==> config.mk <==
export PLATFORM = sky130hd
export DESIGN_NAME = light_show_top
export DESIGN_NICKNAME = d
export VERILOG_FILES = /design/src/common/light_show_pkg.sv /design/src/clock/time_of_day.sv /design/src/pattern/pattern_engine.sv /design/src/sequencer/show_sequencer.sv /design/src/light_show_top.sv /design/src/tick_gen.sv
export SDC_FILE = /design/constraint.sdc
export NUM_CORES = 1
export LEC_CHECK = 0
export ABC_AREA = 1
export BUFFER_PORTS_ARGS = -buffer_cell sky130_fd_sc_hd__buf_2
export CORE_ASPECT_RATIO = 1.1
export CORE_MARGIN = 1
export CORE_UTILIZATION = 60
export DETAILED_ROUTE_END_ITERATION = 6
export PLACE_DENSITY_LB_ADDON = 0.1
export REMOVE_ABC_BUFFERS = 1
export SLEW_MARGIN = 20
export SYNTH_ARGS = -nofsm -noshare
export SYNTH_HDL_FRONTEND = slang
export SYNTH_SLANG_ARGS = --single-unit
==> constraint.sdc <==
create_clock -name clk -period 3.5 [get_ports clk]
set_input_delay 0.35 -clock clk [delete_from_list [all_inputs] [get_ports clk]]
set_output_delay 0.35 -clock clk [all_outputs]
set_load 0.05 [all_outputs]
==> src/common/light_show_pkg.sv <==
package light_show_pkg;

	//////////////////////////////
	// channel and calendar constants
	//////////////////////////////

	localparam int NUM_LIGHTS = 8;

	localparam logic [4:0] HOUR_ON  = 5'd16; // 4pm, lights may start
	localparam logic [4:0] HOUR_OFF = 5'd24; // midnight, seen as wrap to hour 0

	localparam logic [4:0] START_HOUR   = 5'd19; // preset after reset
	localparam logic [5:0] START_MINUTE = 6'd20;

	// schedule boundaries within the hour
	localparam logic [5:0] SHOW_END_MIN      = 6'd3;
	localparam logic [5:0] PATTERN_START_MIN = 6'd20;
	localparam logic [5:0] PATTERN_END_MIN   = 6'd45;

	localparam int SETTLE_SECONDS = 2; // idle wait before a mode is taken
	localparam int PATTERN_STEPS  = 8; // frames per pattern run

	//////////////////////////////
	// shared types
	//////////////////////////////

	// one bit per channel, bit 0 drives the corner lights
	typedef logic [NUM_LIGHTS-1:0] lights_t;

	typedef enum logic [2:0] {
		PAT_DARK,
		PAT_CHASE,
		PAT_ALTERNATE,
		PAT_FILL,
		PAT_STEADY
	} pattern_e;

	// wall time, 24 hour
	typedef struct packed {
		logic [4:0] hour;
		logic [5:0] minute;
		logic [5:0] second;
	} tod_t;

	// request from sequencer to pattern engine
	typedef struct packed {
		logic     go;
		pattern_e pattern;
	} show_req_t;

endpackage

==> src/clock/time_of_day.sv <==
module time_of_day (
	input  logic                 clk,
	input  logic                 rst_n,
	input  logic                 sec_tick,
	output light_show_pkg::tod_t tod
);

	import light_show_pkg::*;

	logic sec_wrap;
	logic min_wrap;
	logic hour_wrap;

	// carry chain, evaluated on the current time
	assign sec_wrap  = (tod.second == 6'd59);
	assign min_wrap  = (tod.minute == 6'd59);
	assign hour_wrap = (tod.hour == 5'd23);

	always_ff @(posedge clk or negedge rst_n) begin
		if (!rst_n) begin
			tod.hour   <= START_HOUR;
			tod.minute <= START_MINUTE;
			tod.second <= '0;
		end else if (sec_tick) begin
			if (sec_wrap) begin
				tod.second <= '0;
				if (min_wrap) begin
					tod.minute <= '0;
					if (hour_wrap) begin
						tod.hour <= '0; // midnight
					end else begin
						tod.hour <= tod.hour + 1'b1;
					end
				end else begin
					tod.minute <= tod.minute + 1'b1;
				end
			end else begin
				tod.second <= tod.second + 1'b1;
			end
		end
	end

	// the time never leaves a valid wall clock value
	a_tod_range: assert property (@(posedge clk) disable iff (!rst_n)
		(tod.minute < 6'd60) && (tod.second < 6'd60) && (tod.hour < 5'd24));

endmodule

==> src/pattern/pattern_engine.sv <==
module pattern_engine (
	input  logic                      clk,
	input  logic                      rst_n,
	input  light_show_pkg::show_req_t req,
	input  logic                      step_tick,
	output logic                      finished,
	output light_show_pkg::lights_t   relay,
	output light_show_pkg::lights_t   led
);

	import light_show_pkg::*;

	localparam int STEP_W = $clog2(PATTERN_STEPS);
	localparam logic [STEP_W-1:0] LAST_STEP = STEP_W'(PATTERN_STEPS - 1);

	logic [STEP_W-1:0] step_idx;
	logic [STEP_W-1:0] cur_step;
	pattern_e last_pat;
	logic restart;
	lights_t frame;

	// new request or a pattern swap starts over at frame 0
	assign restart  = req.go && (req.pattern != last_pat);
	assign cur_step = restart ? '0 : step_idx;

	//////////////////////////////
	// step counter
	//////////////////////////////

	always_ff @(posedge clk or negedge rst_n) begin
		if (!rst_n) begin
			step_idx <= '0;
			last_pat <= PAT_DARK;
			finished <= 1'b0;
		end else begin
			finished <= 1'b0;
			if (!req.go) begin
				step_idx <= '0;
				last_pat <= PAT_DARK; // so the next go counts as new
			end else if (restart) begin
				step_idx <= '0;
				last_pat <= req.pattern;
			end else if (step_tick) begin
				if (step_idx == LAST_STEP) begin
					step_idx <= '0; // loop while go holds
					finished <= 1'b1;
				end else begin
					step_idx <= step_idx + 1'b1;
				end
			end
		end
	end

	//////////////////////////////
	// frame builder
	//////////////////////////////

	always_comb begin
		frame = '0;
		if (req.go) begin
			case (req.pattern)
				PAT_CHASE: begin
					for (int i = 0; i < NUM_LIGHTS; i++)
						frame[i] = (i == int'(cur_step)); // single lit channel
				end
				PAT_ALTERNATE: begin
					frame = cur_step[0] ? lights_t'(8'hAA) : lights_t'(8'h55);
				end
				PAT_FILL: begin
					for (int i = 0; i < NUM_LIGHTS; i++)
						frame[i] = (i <= int'(cur_step)); // grows from the corners
				end
				PAT_STEADY: frame = '1;
				default:    frame = '0;
			endcase
		end
	end

	// ssr inputs are active low, leds follow the frame directly
	always_ff @(posedge clk or negedge rst_n) begin
		if (!rst_n) begin
			led   <= '0;
			relay <= '1;
		end else begin
			led   <= frame;
			relay <= ~frame;
		end
	end

	// a run only ends under a live request
	a_finished_go: assert property (@(posedge clk) disable iff (!rst_n)
		finished |-> req.go);

	a_relay_inverse: assert property (@(posedge clk) disable iff (!rst_n)
		relay == ~led);

endmodule

==> src/sequencer/show_sequencer.sv <==
module show_sequencer (
	input  logic                      clk,
	input  logic                      rst_n,
	input  light_show_pkg::tod_t      tod,
	input  logic [2:0]                dip,
	input  logic                      sec_tick,
	input  logic                      finished,
	output light_show_pkg::show_req_t req
);

	import light_show_pkg::*;

	typedef enum logic [2:0] {
		SEQ_IDLE,
		SEQ_OFF,
		SEQ_DECIDE,
		SEQ_PLAY,
		SEQ_SHOW
	} seq_state_e;

	localparam int SETTLE_W = $clog2(SETTLE_SECONDS + 1);
	localparam logic [SETTLE_W-1:0] SETTLE_LAST = SETTLE_W'(SETTLE_SECONDS - 1);

	seq_state_e state, state_nx;
	show_req_t req_q, req_nx;
	logic sched, sched_nx; // current play came from the schedule
	logic [SETTLE_W-1:0] settle_cnt, settle_nx;
	logic lit;

	// fixed modes from the dip switch, 4 to 7 all steady
	function automatic pattern_e dip_pattern(input logic [2:0] sel);
		case (sel)
			3'd0:    return PAT_DARK;
			3'd1:    return PAT_CHASE;
			3'd2:    return PAT_ALTERNATE;
			3'd3:    return PAT_FILL;
			default: return PAT_STEADY;
		endcase
	endfunction

	// schedule by minute of the hour, chase opens the show
	function automatic pattern_e sched_pattern(input logic [5:0] minute);
		if (minute >= PATTERN_END_MIN)
			return PAT_STEADY;
		else if (minute >= PATTERN_START_MIN)
			return PAT_ALTERNATE;
		else if (minute >= SHOW_END_MIN)
			return PAT_STEADY;
		else
			return PAT_CHASE;
	endfunction

	assign lit = (tod.hour >= HOUR_ON) && (tod.hour < HOUR_OFF);
	assign req = req_q;

	//////////////////////////////
	// next state
	//////////////////////////////

	always_comb begin
		state_nx  = state;
		req_nx    = req_q;
		sched_nx  = sched;
		settle_nx = '0;
		case (state)
			SEQ_IDLE: begin
				req_nx.go      = 1'b0; // dark while settling
				req_nx.pattern = PAT_DARK;
				if (!lit) begin
					state_nx = SEQ_OFF;
				end else if (sec_tick && settle_cnt == SETTLE_LAST) begin
					if (dip == 3'd0) begin
						state_nx = SEQ_DECIDE;
					end else begin
						state_nx       = SEQ_PLAY;
						req_nx.go      = 1'b1;
						req_nx.pattern = dip_pattern(dip);
						sched_nx       = 1'b0;
					end
				end else if (sec_tick) begin
					settle_nx = settle_cnt + 1'b1;
				end else begin
					settle_nx = settle_cnt;
				end
			end
			SEQ_DECIDE: begin
				sched_nx = 1'b1;
				if (!lit) begin
					state_nx       = SEQ_OFF;
					req_nx.go      = 1'b0;
					req_nx.pattern = PAT_DARK;
				end else begin
					req_nx.go      = 1'b1;
					req_nx.pattern = sched_pattern(tod.minute);
					state_nx = (tod.minute < SHOW_END_MIN) ? SEQ_SHOW : SEQ_PLAY;
				end
			end
			SEQ_PLAY: begin
				if (finished) begin
					if (!lit) begin
						state_nx       = SEQ_OFF;
						req_nx.go      = 1'b0;
						req_nx.pattern = PAT_DARK;
					end else if (dip == 3'd0) begin
						state_nx = SEQ_DECIDE; // re-read the schedule
					end else if (sched || dip_pattern(dip) != req_q.pattern) begin
						state_nx       = SEQ_IDLE;
						req_nx.go      = 1'b0;
						req_nx.pattern = PAT_DARK;
					end
				end
			end
			SEQ_SHOW: begin
				if (finished) begin
					if (!lit || dip != 3'd0) begin
						state_nx       = lit ? SEQ_IDLE : SEQ_OFF;
						req_nx.go      = 1'b0;
						req_nx.pattern = PAT_DARK;
					end else begin
						case (req_q.pattern)
							PAT_CHASE:     req_nx.pattern = PAT_ALTERNATE;
							PAT_ALTERNATE: req_nx.pattern = PAT_FILL;
							default:       state_nx = SEQ_DECIDE; // show done
						endcase
					end
				end
			end
			SEQ_OFF: begin
				req_nx.go      = 1'b0;
				req_nx.pattern = PAT_DARK;
				if (tod.hour == HOUR_ON)
					state_nx = SEQ_IDLE;
			end
			default: state_nx = SEQ_IDLE;
		endcase
	end

	always_ff @(posedge clk or negedge rst_n) begin
		if (!rst_n) begin
			state          <= SEQ_IDLE;
			req_q.go       <= 1'b0;
			req_q.pattern  <= PAT_DARK;
			sched          <= 1'b0;
			settle_cnt     <= '0;
		end else begin
			state      <= state_nx;
			req_q      <= req_nx;
			sched      <= sched_nx;
			settle_cnt <= settle_nx;
		end
	end

	a_off_dark: assert property (@(posedge clk) disable iff (!rst_n)
		(state == SEQ_OFF) |-> !req.go);

endmodule

==> src/light_show_top.sv <==
module light_show_top #(
	parameter int CLKS_PER_SECOND = 50_000_000,
	parameter int CLKS_PER_STEP   = 12_500_000
) (
	input  logic                    clk,
	input  logic                    rst_n,
	input  logic [2:0]              dip,
	output light_show_pkg::lights_t relay,
	output light_show_pkg::lights_t led
);

	import light_show_pkg::*;

	logic      sec_tick;
	logic      step_tick;
	tod_t      tod;
	show_req_t req;
	logic      finished;

	//////////////////////////////
	// timebase and wall clock
	//////////////////////////////

	tick_gen #(
		.CLKS_PER_SECOND (CLKS_PER_SECOND),
		.CLKS_PER_STEP   (CLKS_PER_STEP)
	) tick_gen_i (
		.clk       (clk),
		.rst_n     (rst_n),
		.sec_tick  (sec_tick),
		.step_tick (step_tick)
	);

	time_of_day time_of_day_i (
		.clk      (clk),
		.rst_n    (rst_n),
		.sec_tick (sec_tick),
		.tod      (tod)
	);

	//////////////////////////////
	// mode control and light drive
	//////////////////////////////

	show_sequencer show_sequencer_i (
		.clk      (clk),
		.rst_n    (rst_n),
		.tod      (tod),
		.dip      (dip),
		.sec_tick (sec_tick),
		.finished (finished),
		.req      (req)
	);

	pattern_engine pattern_engine_i (
		.clk       (clk),
		.rst_n     (rst_n),
		.req       (req),
		.step_tick (step_tick),
		.finished  (finished),
		.relay     (relay),
		.led       (led)
	);

endmodule

==> src/tick_gen.sv <==
module tick_gen #(
	parameter int CLKS_PER_SECOND = 50_000_000,
	parameter int CLKS_PER_STEP   = 12_500_000
) (
	input  logic clk,
	input  logic rst_n,
	output logic sec_tick,
	output logic step_tick
);

	localparam int SEC_W  = $clog2(CLKS_PER_SECOND + 1);
	localparam int STEP_W = $clog2(CLKS_PER_STEP + 1);

	logic [SEC_W-1:0]  sec_cnt;
	logic [STEP_W-1:0] step_cnt;

	// one pulse per second, reload on the last count
	always_ff @(posedge clk or negedge rst_n) begin
		if (!rst_n) begin
			sec_cnt  <= '0;
			sec_tick <= 1'b0;
		end else if (sec_cnt == SEC_W'(CLKS_PER_SECOND - 1)) begin
			sec_cnt  <= '0;
			sec_tick <= 1'b1;
		end else begin
			sec_cnt  <= sec_cnt + 1'b1;
			sec_tick <= 1'b0;
		end
	end

	// frame rate for the pattern engine
	always_ff @(posedge clk or negedge rst_n) begin
		if (!rst_n) begin
			step_cnt  <= '0;
			step_tick <= 1'b0;
		end else if (step_cnt == STEP_W'(CLKS_PER_STEP - 1)) begin
			step_cnt  <= '0;
			step_tick <= 1'b1;
		end else begin
			step_cnt  <= step_cnt + 1'b1;
			step_tick <= 1'b0;
		end
	end

	a_sec_one_cycle: assert property (@(posedge clk) disable iff (!rst_n)
		(CLKS_PER_SECOND > 1) && sec_tick |=> !sec_tick);
	a_step_one_cycle: assert property (@(posedge clk) disable iff (!rst_n)
		(CLKS_PER_STEP > 1) && step_tick |=> !step_tick);

endmodule

* Word-level counts from Yosys, hierarchy flattened
Cells that the tools add are included.
** Cells by class
- Equality and inequality tests :: 44
- Reductions and logical operators :: 19
- Bitwise operators :: 1
- $add $sub $neg :: 7
- Multiplexer cells :: 65
- Order comparisons :: 13
** Operators with widths (count)
- $mux W3 :: 27
- $mux W4 :: 9
- $pmux W8 S4 :: 1
- $add A26 B1 Y26 const B :: 1
- $eq A26 B26 Y1 const B :: 1
- $mux W26 :: 1
- $add A24 B1 Y24 const B :: 1
- $eq A24 B24 Y1 const B :: 1
- $mux W24 :: 1
- $pmux W4 S5 :: 1
- $eq A3 B2 Y1 const B :: 6
- $reduce_and A6 Y1 :: 3
- $mux W8 :: 2
- $pmux W3 S5 :: 1
- $ne A2 B1 Y1 const B :: 7
- $add A6 B1 Y6 const B :: 2
- $eq A3 B3 Y1 const A :: 4
- $eq A6 B6 Y1 const B :: 2
- $le A3 B3 Y1 const A :: 4
- $mux W1 :: 12
- $mux W6 :: 2
- $eq A5 B5 Y1 const B :: 2
- $eq A3 B1 Y1 const B :: 3
- $eq A3 B3 Y1 const B :: 3
- other kinds (37) :: 52
** Word-level totals
- Word-level logic and storage cells :: 166
- Bits in registers :: 102
- Input port bits :: 5

* Logic depth before layout (Yosys ltp)
Gate-level depths: netlist of run 1.
- Word-level depth :: 13
- Gate-level depth with buffers :: 12
- Depth with buffers taken out :: 12

* Cells and area by module
A second synthesis of run 1 with hierarchy kept.
** Unflattened totals
- Cell total of the unflattened synthesis :: 806
- Area total of the unflattened synthesis :: 5940.7 um2
** Modules (own cells, without submodules)
- tick_gen :: seq. area each 1301.2 um2, area an instance 2939.1 um2, cells each 397, times used 1
- pattern_engine :: seq. area each 585.6 um2, area an instance 1106.1 um2, cells each 127, times used 1
- time_of_day :: seq. area each 431.7 um2, area an instance 954.7 um2, cells each 125, times used 1
- show_sequencer :: seq. area each 250.2 um2, area an instance 940.9 um2, cells each 157, times used 1

* Least setup slack after synthesis of run 1
Ideal clock, no wire load.
- Path kind :: register -> register
- Start point :: reg tick_gen_i.sec_cnt[0]
- End point :: reg tick_gen_i.sec_cnt[17]
- Arrival :: 1.370 ns
- Path slack :: 2.011 ns
- Cell stages (with the launch flop) :: 10
- Required time :: 3.381 ns
- Library setup time :: 0.119 ns
- Cell sequence :: dfrtp_1 -> ha_1 -> nand2_1 -> nor2_4 -> nand2_1 -> nor2_4 -> nand4_2 -> clkinv_2 -> a21oi_1 -> o21a_1
** On the way
- Longest elaborated chain between the ends :: 2
- Elaborated cells between the ends (all ways) :: 3
- Those cells by class :: 1 x add/sub; 1 x eq/ne; 1 x mux
** Ends and longest elaborated chain
- start: declaration :: RTL line tick_gen.sv:14 : logic [SEC_W-1:0] sec_cnt;
- start signal: assignment :: RTL line tick_gen.sv:26 : sec_cnt <= sec_cnt + 1'b1;
- $add A26 B1 Y26 / $eq A26 B26 Y1 (equally long branches) :: RTL line tick_gen.sv:26, tick_gen.sv:22
- $mux W26 * :: RTL line tick_gen.sv:22 : end else if (sec_cnt == SEC_W'(CLKS_PER_SECOND - 1)) begin
Mark *: on every way between the ends. The rest lies on a longest branch, timed or not.
A chain may end at the register's enable or synchronous reset.

* Worst setup path in the final report of run 1
- Start point :: reg, netlist name time_of_day_i.tod[0]
- End point :: reg, netlist name time_of_day_i.tod[16]
** On the way
- Longest elaborated chain between the ends :: 2
** Ends and longest elaborated chain
- $eq A6 B6 Y1 :: RTL line time_of_day.sv:15 : assign sec_wrap = (tod.second == 6'd59);
- $reduce_and A3 Y1 (no line)
No other way between the ends.

==> summary.txt, run 1 <==
Run status
  – Status: finished, violations left
  – Failing checks: hold timing

Placed design
  – Port buffer count: 20
  – Routability Congestion: 0.881
  – Cell Count Post-Placement: 822
  – Post-DP HPWL: 7.97 mm

Detailed routing
  – DRC: 0
  – Post-DR wirelength/cell: 12.5 microns
  – DR vias: 4463
  – DRT antenna net count: 0
  – Routed WL: 10.5 mm
  – Vias/cell: 5.33
  – Pre-Repair DR Iteration Count: 4
  – DR iter-0 viols: 200

Clocking
  – Clk_lat worst skew: 0.37 ns
  – Clock sink count: 102
  – Post-CTS sizing: 0
  – H-tree levels: 3
  – Clock slew at the register clock pins of the worst setup and hold paths: 0.10 ns
  – CTS tree: built
  – Num CTS Buffers: 9
  – Post-CTS Setup Bufs: 0
  – # hold bufs at CTS: 0
  – Clock Path Buffers: 2
  – Root Buffer: clkbuf_8

Setup path
  – Slowest cell on the critical path: dfrtp_1
  – Slowest stage delay, CP: 0.40 ns
  – Crit-path leading delay family: simple AND/OR/NAND/NOR gates
  – WP data required: 3.80 ns
  – CP max FO: 11
  – CP cell instances: ha_1 -> nand4_2 -> nor2_2 -> nand2_1 -> clkinv_1 -> nand3_1 -> a21oi_1
  – CP bufs+invs: 1
  – FF-to-FF setup slack: 1.73 ns
  – Crit path to: time_of_day_i.tod[16]
  – Crit path kind: reg2reg
  – Setup crit end kind: register
  – CP Depth: 7
  – Worst R2R Path Depth: 7
  – CP Launch Type: register
  – Critical Path Start: time_of_day_i.tod[0]
  – Worst EP arrival: 2.07 ns
  – RR Startpoint: time_of_day_i.tod[0]
  – Reg2reg end: time_of_day_i.tod[16]

STA
  – Final Max Slew Viols: 0
  – Unrepaired setup endpoints after global routing: false
  – Final hold vios: 4
  – Least-Margin Pin Slew: 0.651 ns
  – FMAX: 565 MHz
  – Final Cycle Share: 50.6%
  – Final Critical Period: 1.77 ns
  – Slew HR: 56.6%
  – Fin Clk Skew: 0.00761 ns
  – Final setup viols: 0
  – Setup TNS: 0 ns
  – WHS: -0.00518 ns

Floorplanning
  – Core ar.: 8920 sq um
  – Std cell rows: 36
  – DIE AREA: 9670 sq um
  – I/O Pins: 21
  – Initial core utilization: 62.5%
  – Die Width: 93.9 microns
  – Die height: 103 microns

Job
  – Max Cap Viol: 0

Logic synthesis
  – Number of synthesized flops with an enable pin: 0
  – Cell count after synthesis: 692
  – Avg Cell Area, Syn: 8.05 sq um
  – Syn. warnings: 0
  – Synth unique cells: 41
  – FF+latch count, synth: 102
  – Syn Std Cell Area: 5570 sq um
  – Asr flop ratio synth: 100%
  – Ys flop type: dfrtp_1
  – Register area share after synthesis: 46.1%

Global route
  – Initial antenna violation count: 0
  – Largest net degree at the start of global routing: 54
  – Vias in the first global route: 4323
  – Tot GR Track Use: 24.1%
  – Gr ovfl total: 0
  – First-pass GRT wire length: 18.2 mm

Finish
  – Most common cell after layout, fill and taps aside: nand2_1
  – Layout cells sized above 1: 14.1%
  – Final #Nets: 735
  – Ant diodes: 0
  – Fill cells: 751
  – Highest-count cells in the layout ignoring fill and taps: nand2_1 (126), inv_1 (103), nor2_1 (90)
  – Multi-input logic area: 2550 sq um
  – Finished Layout Cells: 838
  – P&R area growth vs syn: 7.61%
  – Util after Layout: 67.2%
  – FF+latch area: 2570 sq um

Power and ir drop
  – Leakage: 0.00305 uW
  – Pwr per Cell Area: 326 nW/um^2
  – Maximum VDD drop: 0.000163 V

Hold path
  – Worst min path class: in2async
-- power breakdown --
group / leakage [uW] / total (uW) / switching, uW / internal [uW]
logic: 0.00161 / 31.6 / 26.7 / 4.84
clock network: 0.0000996 / 743 / 410 / 333
registers: 0.00134 / 1180 / 0 / 1180
-- worst register-to-register path: stages, from the launching register on --
cell,delay [ns]
dfrtp_1,0.40
ha_1,0.22
nand4_2,0.13
nor2_2,0.34
nand2_1,0.17
clkinv_1,0.17
nand3_1,0.11
a21oi_1,0.17
-- metrics by stage --
stage	total power (uW)	setup WS [ns]	area, sq um
after floorplan	1210	1.97	5540
after global placement	1230	1.87	5800
after CTS	1980	1.73	5990
after global routing	2040	1.50	5990
final	1950	1.73	5990
after detailed placement	1230	1.74	5800
-- worst min path at each step --
| stage | end | cells past startpoint |
|---|---|---|
| final | time_of_day_i.tod[11] | 1 |
| after floorplan | pattern_engine_i.finished | 0 |
| after detailed placement | time_of_day_i.tod[11] | 1 |
| after global routing | time_of_day_i.tod[11] | 1 |
| after CTS | time_of_day_i.tod[11] | 1 |
| after global placement | time_of_day_i.tod[9] | 1 |
-- state kept, by name, indices dropped and copies added, names as in the netlist --
register	count
show_sequencer_i.state	3
pattern_engine_i.last_pat	3
show_sequencer_i.req	4
pattern_engine_i.led	8
show_sequencer_i.settle_cnt	2
tick_gen_i.step_tick	1
time_of_day_i.tod	17
tick_gen_i.sec_tick	1
pattern_engine_i.finished	1
tick_gen_i.sec_cnt	26
pattern_engine_i.step_idx	3
show_sequencer_i.sched	1
tick_gen_i.step_cnt	24
pattern_engine_i.relay	8
-- area by class of cell --
class,count,area share (%)
flip-flops and latches,102,42.9
multi-input cells,472,42.5
inverters,112,7.03
well taps,114,2.38
clock buffers,9,2.07
repair buffers,22,1.96
clock inverters,7,1.23
-- cell families (layout without fill, tap and decap cells) --
logic type | Yosys count | after routing | synth area share [%]
XOR/XNOR | 32 | 32 | 5.17
buffers and inverters | 118 | 150 | 8.18
flip-flops | 102 | 102 | 46.1
AO/OA/AOI/OAI | 72 | 72 | 7.01
adder cells (fa/ha/maj) | 11 | 11 | 2.47
AND/OR/NAND/NOR | 357 | 357 | 31.1
-- cells in the mapped netlist, drive strengths merged, types with 3 or more instances --
library cell	n	share of area (%)
dfstp	13	6.1
nor2	104	8.4
a21oi	36	3.3
a31oi	4	0.45
xnor2	6	1.1
dfrtp	89	40
xor2	26	4.1
nor4	3	0.34
nor3	23	2.8
inv	109	7.3
nand4	20	2.6
ha	11	2.5
clkinv	3	0.22
o21ai	27	2.6
nand2	138	10
nand3	64	6.2
buf	5	0.54
-- metal layers --
| layer | vias to the layer above | wire length [microns] | GRT usage, % |
|---|---|---|---|
| met5 | - | 0 | 0 |
| met4 | 0 | 217 | 11.0 |
| met3 | 20 | 340 | 3.17 |
| met2 | 78 | 5220 | 42.6 |
| met1 | 2102 | 4690 | 29.3 |
| li1 | 2263 | - | - |
Note: power is estimated with default switching activity, not from simulation.
==> run 2, diff against run 1 <==
==> constraint.sdc (replaced) <==
create_clock -name clk -period 1.7 [get_ports clk]
set_input_delay 0.17 -clock clk [delete_from_list [all_inputs] [get_ports clk]]
set_output_delay 0.17 -clock clk [all_outputs]
set_load 0.05 [all_outputs]
==> summary.txt, run 2 (synthesized netlist as in run 1, its figures left out) <==
Finish
  – Total non-filler cell area in the finished layout: 6280 sq um
  – Final #Nets: 762
  – Top flop regs: tick_gen_i.sec_cnt (26), tick_gen_i.step_cnt (24), time_of_day_i.tod (17)
  – Layout cells sized above 1: 19.7%
  – Fill cells: 735
  – Largest register by flop count: tick_gen_i.sec_cnt
  – Most common cell after layout, fill and taps aside: nand2_1
  – Max reg flops: 26
  – P&R area growth vs syn: 12.8%
  – Ant diodes: 0
  – Highest-count cells in the layout ignoring fill and taps: nand2_1 (122), inv_1 (100), nor2_1 (87)

Global route
  – Tot GR Track Use: 24.6%
  – Largest net degree at the start of global routing: 30
  – Initial antenna violation count: 0
  – Gr ovfl total: 0
  – First-pass GRT wire length: 18.8 mm
  – Vias in the first global route: 4398

Hold path
  – Worst min path class: in2reg

Detailed routing
  – Routed WL: 11.2 mm
  – Post-DR wirelength/cell: 12.9 microns
  – DRC: 0
  – Pre-Repair DR Iteration Count: 4
  – DRT antenna net count: 0
  – DR iter-0 viols: 172
  – DR vias: 4639
  – Vias/cell: 5.36

Job
  – Max Cap Viol: 0

Floorplanning
  – DIE AREA: 9670 sq um
  – Initial core utilization: 62.5%
  – Die height: 103 microns
  – Die Width: 93.9 microns
  – Core ar.: 8920 sq um
  – Std cell rows: 36
  – I/O Pins: 21

Power and ir drop
  – Pwr per Cell Area: 626 nW/um^2
  – Leakage: 0.00319 uW
  – Maximum VDD drop: 0.000500 V

STA
  – Final setup viols: 0
  – Fin Clk Skew: 0.00984 ns
  – Final Cycle Share: 94.7%
  – FMAX: 621 MHz
  – Unrepaired setup endpoints after global routing: true
  – Slew HR: 70.5%
  – Least-Margin Pin Slew: 0.438 ns
  – Setup TNS: 0 ns
  – Final hold vios: 0
  – Final Critical Period: 1.61 ns
  – Final Max Slew Viols: 0

Clocking
  – CTS tree: built
  – Clock sink count: 102
  – Num CTS Buffers: 9
  – Clk_lat worst skew: 0.38 ns
  – H-tree levels: 3
  – Clock Path Buffers: 2
  – Clock slew at the register clock pins of the worst setup and hold paths: 0.10 ns
  – Root Buffer: clkbuf_8

Run status
  – Status: complete, no violations

Placed design
  – Routability Congestion: 0.861
  – Dpl cell area: 5900 sq um
  – Post-DP HPWL: 8.19 mm
  – Port buffer count: 20

Setup path
  – Slowest cell on the critical path: dfrtp_1
  – CP Launch Type: register
  – Slowest stage delay, CP: 0.38 ns
  – Crit path kind: reg2reg
  – Setup crit end kind: register
  – Worst EP arrival: 1.88 ns
  – CP max FO: 4
  – CP cell instances: ha_2 -> nand2_2 -> nor2_4 -> nand2_2 -> nor2_4 -> inv_1 -> nor2_1 -> xnor2_1 -> nor2_1
  – WP data required: 1.97 ns
==> run 2: changes by cell type in the layout (fill, tap and decap cells not counted), moves of 4 or more <==
cell	before	now
dfrtp_2	0	4
dfrtp_1	89	85
clkinvlp_4	1	5
buf_4	3	25
nand2_1	126	122
==> run 2: metrics by stage <==
step / util [%] / total power, uW / worst slack (ns) / std cells / hold slack [ns]
3_3_place_gp: 66.1 / 2550 / 0.102 / 832 / 0.117
5_1_grt: 70.4 / 4060 / -0.0186 / 865 / 0.239
6_report: 70.4 / 3930 / 0.0908 / 865 / 0.207
3_5_place_dp: 66.1 / 2550 / 0.0233 / 832 / 0.127
4_1_cts: 68.2 / 3960 / 0.0158 / 849 / 0.211
2_1_floorplan: - / 2480 / 0.171 / 686 / -0.126
==> run 2: worst paths after layout <==
check	start	to	slack [ns]	depth (start not counted)
max	tick_gen_i.sec_cnt[0]	tick_gen_i.sec_cnt[14]	0.09	9
min	dip[0]	show_sequencer_i.req[0]	0.21	5
max reg2reg	tick_gen_i.sec_cnt[0]	tick_gen_i.sec_cnt[14]	0.09	9
min reg2reg	tick_gen_i.sec_cnt[0]	tick_gen_i.sec_cnt[0]	0.47	1
max in group asynchronous	rst_n	pattern_engine_i.relay[7]	0.80	3
min in group asynchronous	rst_n	time_of_day_i.tod[14]	0.25	2
==> run 2: routing by layer <==
metal	vias to the layer above	wire, microns	global-route usage, %
li1	2314	-	-
met1	2211	4950	30.3
met2	91	5550	43.3
met3	23	392	3.54
met4	0	261	10.9
met5	-	0	0
==> run 2: cell type report <==
class                      instances  area (sq um)  area share, %
multi-input combinational        473          2630           41.8
tap                              114           143           2.27
sequential                       102          2570           41.0
inverter                         112           427           6.79
clock buffer                      11           141           2.25
timing repair buffer              47           333           5.30
timing repair inverter             1          5.00         0.0797
clock inverter                     5          35.0          0.558
==> run 2: critical path, delay by kind of cell, from the launching register on <==
family                   cells  cell delay (ns)
XOR/XNOR                     1             0.14
flip-flops                   1             0.38
buffers and inverters        1             0.09
AND/OR/NAND/NOR              6             0.68
adder cells (fa/ha/maj)      1             0.21
==> run 2: what timing repair did <==
| item | CTS | global route |
|---|---|---|
| buffers inserted | 0 | 14 |
| hold buffers | 1 | 0 |
| gates resized for setup | 0 | 27 |
| endpoints found under the setup margin | 0 | 22 |
| hold endpoints to repair | 24 | 0 |
==> run 2: power by group <==
part / total (uW) / leakage [uW] / switching, uW / internal (uW)
combinational: 77.5 / 0.00178 / 58.3 / 19.3
clock: 1430 / 0.0000776 / 860 / 570
sequential: 2430 / 0.00133 / 0 / 2430
==> run 3, diff against run 2 <==
--- a/config.mk
+++ b/config.mk
@@ -9,7 +9,7 @@
 export BUFFER_PORTS_ARGS = -buffer_cell sky130_fd_sc_hd__buf_2
 export CORE_ASPECT_RATIO = 1.1
 export CORE_MARGIN = 1
-export CORE_UTILIZATION = 60
+export CORE_UTILIZATION = 62
 export DETAILED_ROUTE_END_ITERATION = 6
 export PLACE_DENSITY_LB_ADDON = 0.1
 export REMOVE_ABC_BUFFERS = 1
==> summary.txt, run 3 (synthesized netlist as in run 1, its figures left out) <==
Floorplanning
  – Die height: 101 microns
  – Std cell rows: 35
  – Die Width: 92.4 microns
  – I/O Pins: 21
  – DIE AREA: 9370 sq um
  – Initial core utilization: 65.2%
  – Core ar.: 8540 sq um

Finish
  – Total non-filler cell area in the finished layout: 6210 sq um
  – Final #Nets: 753
  – Max reg flops: 26
  – Highest-count cells in the layout ignoring fill and taps: nand2_1 (123), inv_1 (98), dfrtp_1 (88)
  – P&R area growth vs syn: 11.4%
  – Util after Layout: 72.7%
  – Largest register by flop count: tick_gen_i.sec_cnt
  – Top flop regs: tick_gen_i.sec_cnt (26), tick_gen_i.step_cnt (24), time_of_day_i.tod (17)
  – Layout cells sized above 1: 18.6%
  – Ant diodes: 0
  – Most common cell after layout, fill and taps aside: nand2_1

Job
  – Max Cap Viol: 0

Global route
  – Largest net degree at the start of global routing: 36
  – Vias in the first global route: 4557
  – Initial antenna violation count: 0
  – Tot GR Track Use: 25.4%
  – First-pass GRT wire length: 19.1 mm
  – Gr ovfl total: 0

Clocking
  – Clk_lat worst skew: 0.37 ns
  – Num CTS Buffers: 9
  – Clock slew at the register clock pins of the worst setup and hold paths: 0.10 ns
  – Clock Path Buffers: 2
  – H-tree levels: 3
  – Root Buffer: clkbuf_8
  – Clock sink count: 102
  – CTS tree: built

Hold path
  – Hold path cells: 5
  – Worst min path class: in2reg

Setup path
  – CP max FO: 4
  – Setup crit end kind: register
  – CP Launch Type: register
  – WP data required: 1.94 ns
  – Worst R2R Path Depth: 9
  – Crit path kind: reg2reg
  – Worst EP arrival: 1.90 ns

STA
  – FMAX: 603 MHz
  – Final setup viols: 0
  – Final hold vios: 0
  – Unrepaired setup endpoints after global routing: true
  – Fin Clk Skew: 0.0164 ns
  – Final worst setup slack: 0.0405 ns
  – Least-Margin Pin Slew: 0.440 ns
  – Slew HR: 70.7%
  – Final Critical Period: 1.66 ns
  – Final Max Slew Viols: 0
  – Final Cycle Share: 97.6%
  – Setup TNS: 0 ns

Detailed routing
  – Post-DR wirelength/cell: 13.0 microns
  – Pre-Repair DR Iteration Count: 5
  – DR iter-0 viols: 222
  – DRT antenna net count: 0
  – DRC: 0
  – DR vias: 4693
  – Vias/cell: 5.50
  – Routed WL: 11.1 mm

Run status
  – Status: complete, no violations

Power and ir drop
  – Pwr per Cell Area: 640 nW/um^2
  – Leakage: 0.00316 uW
  – Maximum VDD drop: 0.000449 V

Placed design
  – Port buffer count: 20
  – Dpl cell area: 5870 sq um
  – Post-DP HPWL: 7.96 mm
  – Routability Congestion: 0.928
  – Dpl ws: 0.0265 ns
==> run 3: cell count changes in the layout (fill, tap and decap cells not counted), sizes merged <==
cell | previous run | this run
buf | 46 | 39
clkbuf | 11 | 9
clkinv | 2 | 4
clkinvlp | 6 | 2
inv | 110 | 113
nand2 | 139 | 138
==> run 3: critical path, stage by stage, from the launching register on <==
cell,delay (ns)
dfrtp_1,0.38
ha_2,0.20
nand2_2,0.07
nor2_4,0.16
nand2_2,0.08
nor2_4,0.18
inv_2,0.07
nor3_4,0.18
xnor2_1,0.14
nor2_1,0.06
==> run 3: metal layers <==
metal  GRT usage (%)  part of all wire (%)
met1            31.5                    43
met3            3.38                   4.3
met5               0                     0
met4            11.2                   1.9
met2            44.6                    51
==> run 3: final timing paths <==
path | from | endpoint | slack [ns]
max | tick_gen_i.sec_cnt[1] | tick_gen_i.sec_cnt[22] | 0.04
min | dip[0] | show_sequencer_i.req[0] | 0.25
max reg2reg | tick_gen_i.sec_cnt[1] | tick_gen_i.sec_cnt[22] | 0.04
min reg2reg | tick_gen_i.step_cnt[0] | tick_gen_i.step_cnt[0] | 0.47
max in group asynchronous | rst_n | tick_gen_i.sec_cnt[24] | 0.76
min in group asynchronous | rst_n | time_of_day_i.tod[9] | 0.27
==> run 3: power breakdown <==
part | switching, uW | internal (uW) | leakage [uW] | total, uW
registers | 0 | 2430 | 0.00134 | 2430
clock network | 903 | 568 | 0.0000914 | 1470
logic | 58.7 | 16.2 | 0.00173 | 74.9
==> run 3: what timing repair did <==
item | in CTS | in global routing
endpoints found under the setup margin | 0 | 28
setup buffers | 0 | 9
gates resized for setup | 0 | 26
hold buffers | 1 | 0
endpoints found under the hold margin | 18 | 0
==> run 3: area by class of cell <==
type                            instances  area [sq um]
Multi-Input combinational cell        472          2620
Fill cell                             672          2330
Tap cell                              111           139
Sequential cell                       102          2570
Timing Repair Buffer                   40           268
Clock inverter                          7          66.3
Inverter                              112           423
Clock buffer                            9           124
==> run 3: metrics by stage <==
stage | cells | total power (uW) | hold slack, ns
global placement | 827 | 2550 | 0.139
detailed placement | 827 | 2550 | 0.144
global route | 853 | 4120 | 0.269
floorplan | 686 | 2480 | -0.126
CTS | 844 | 4020 | 0.233
finish | 853 | 3970 | 0.245
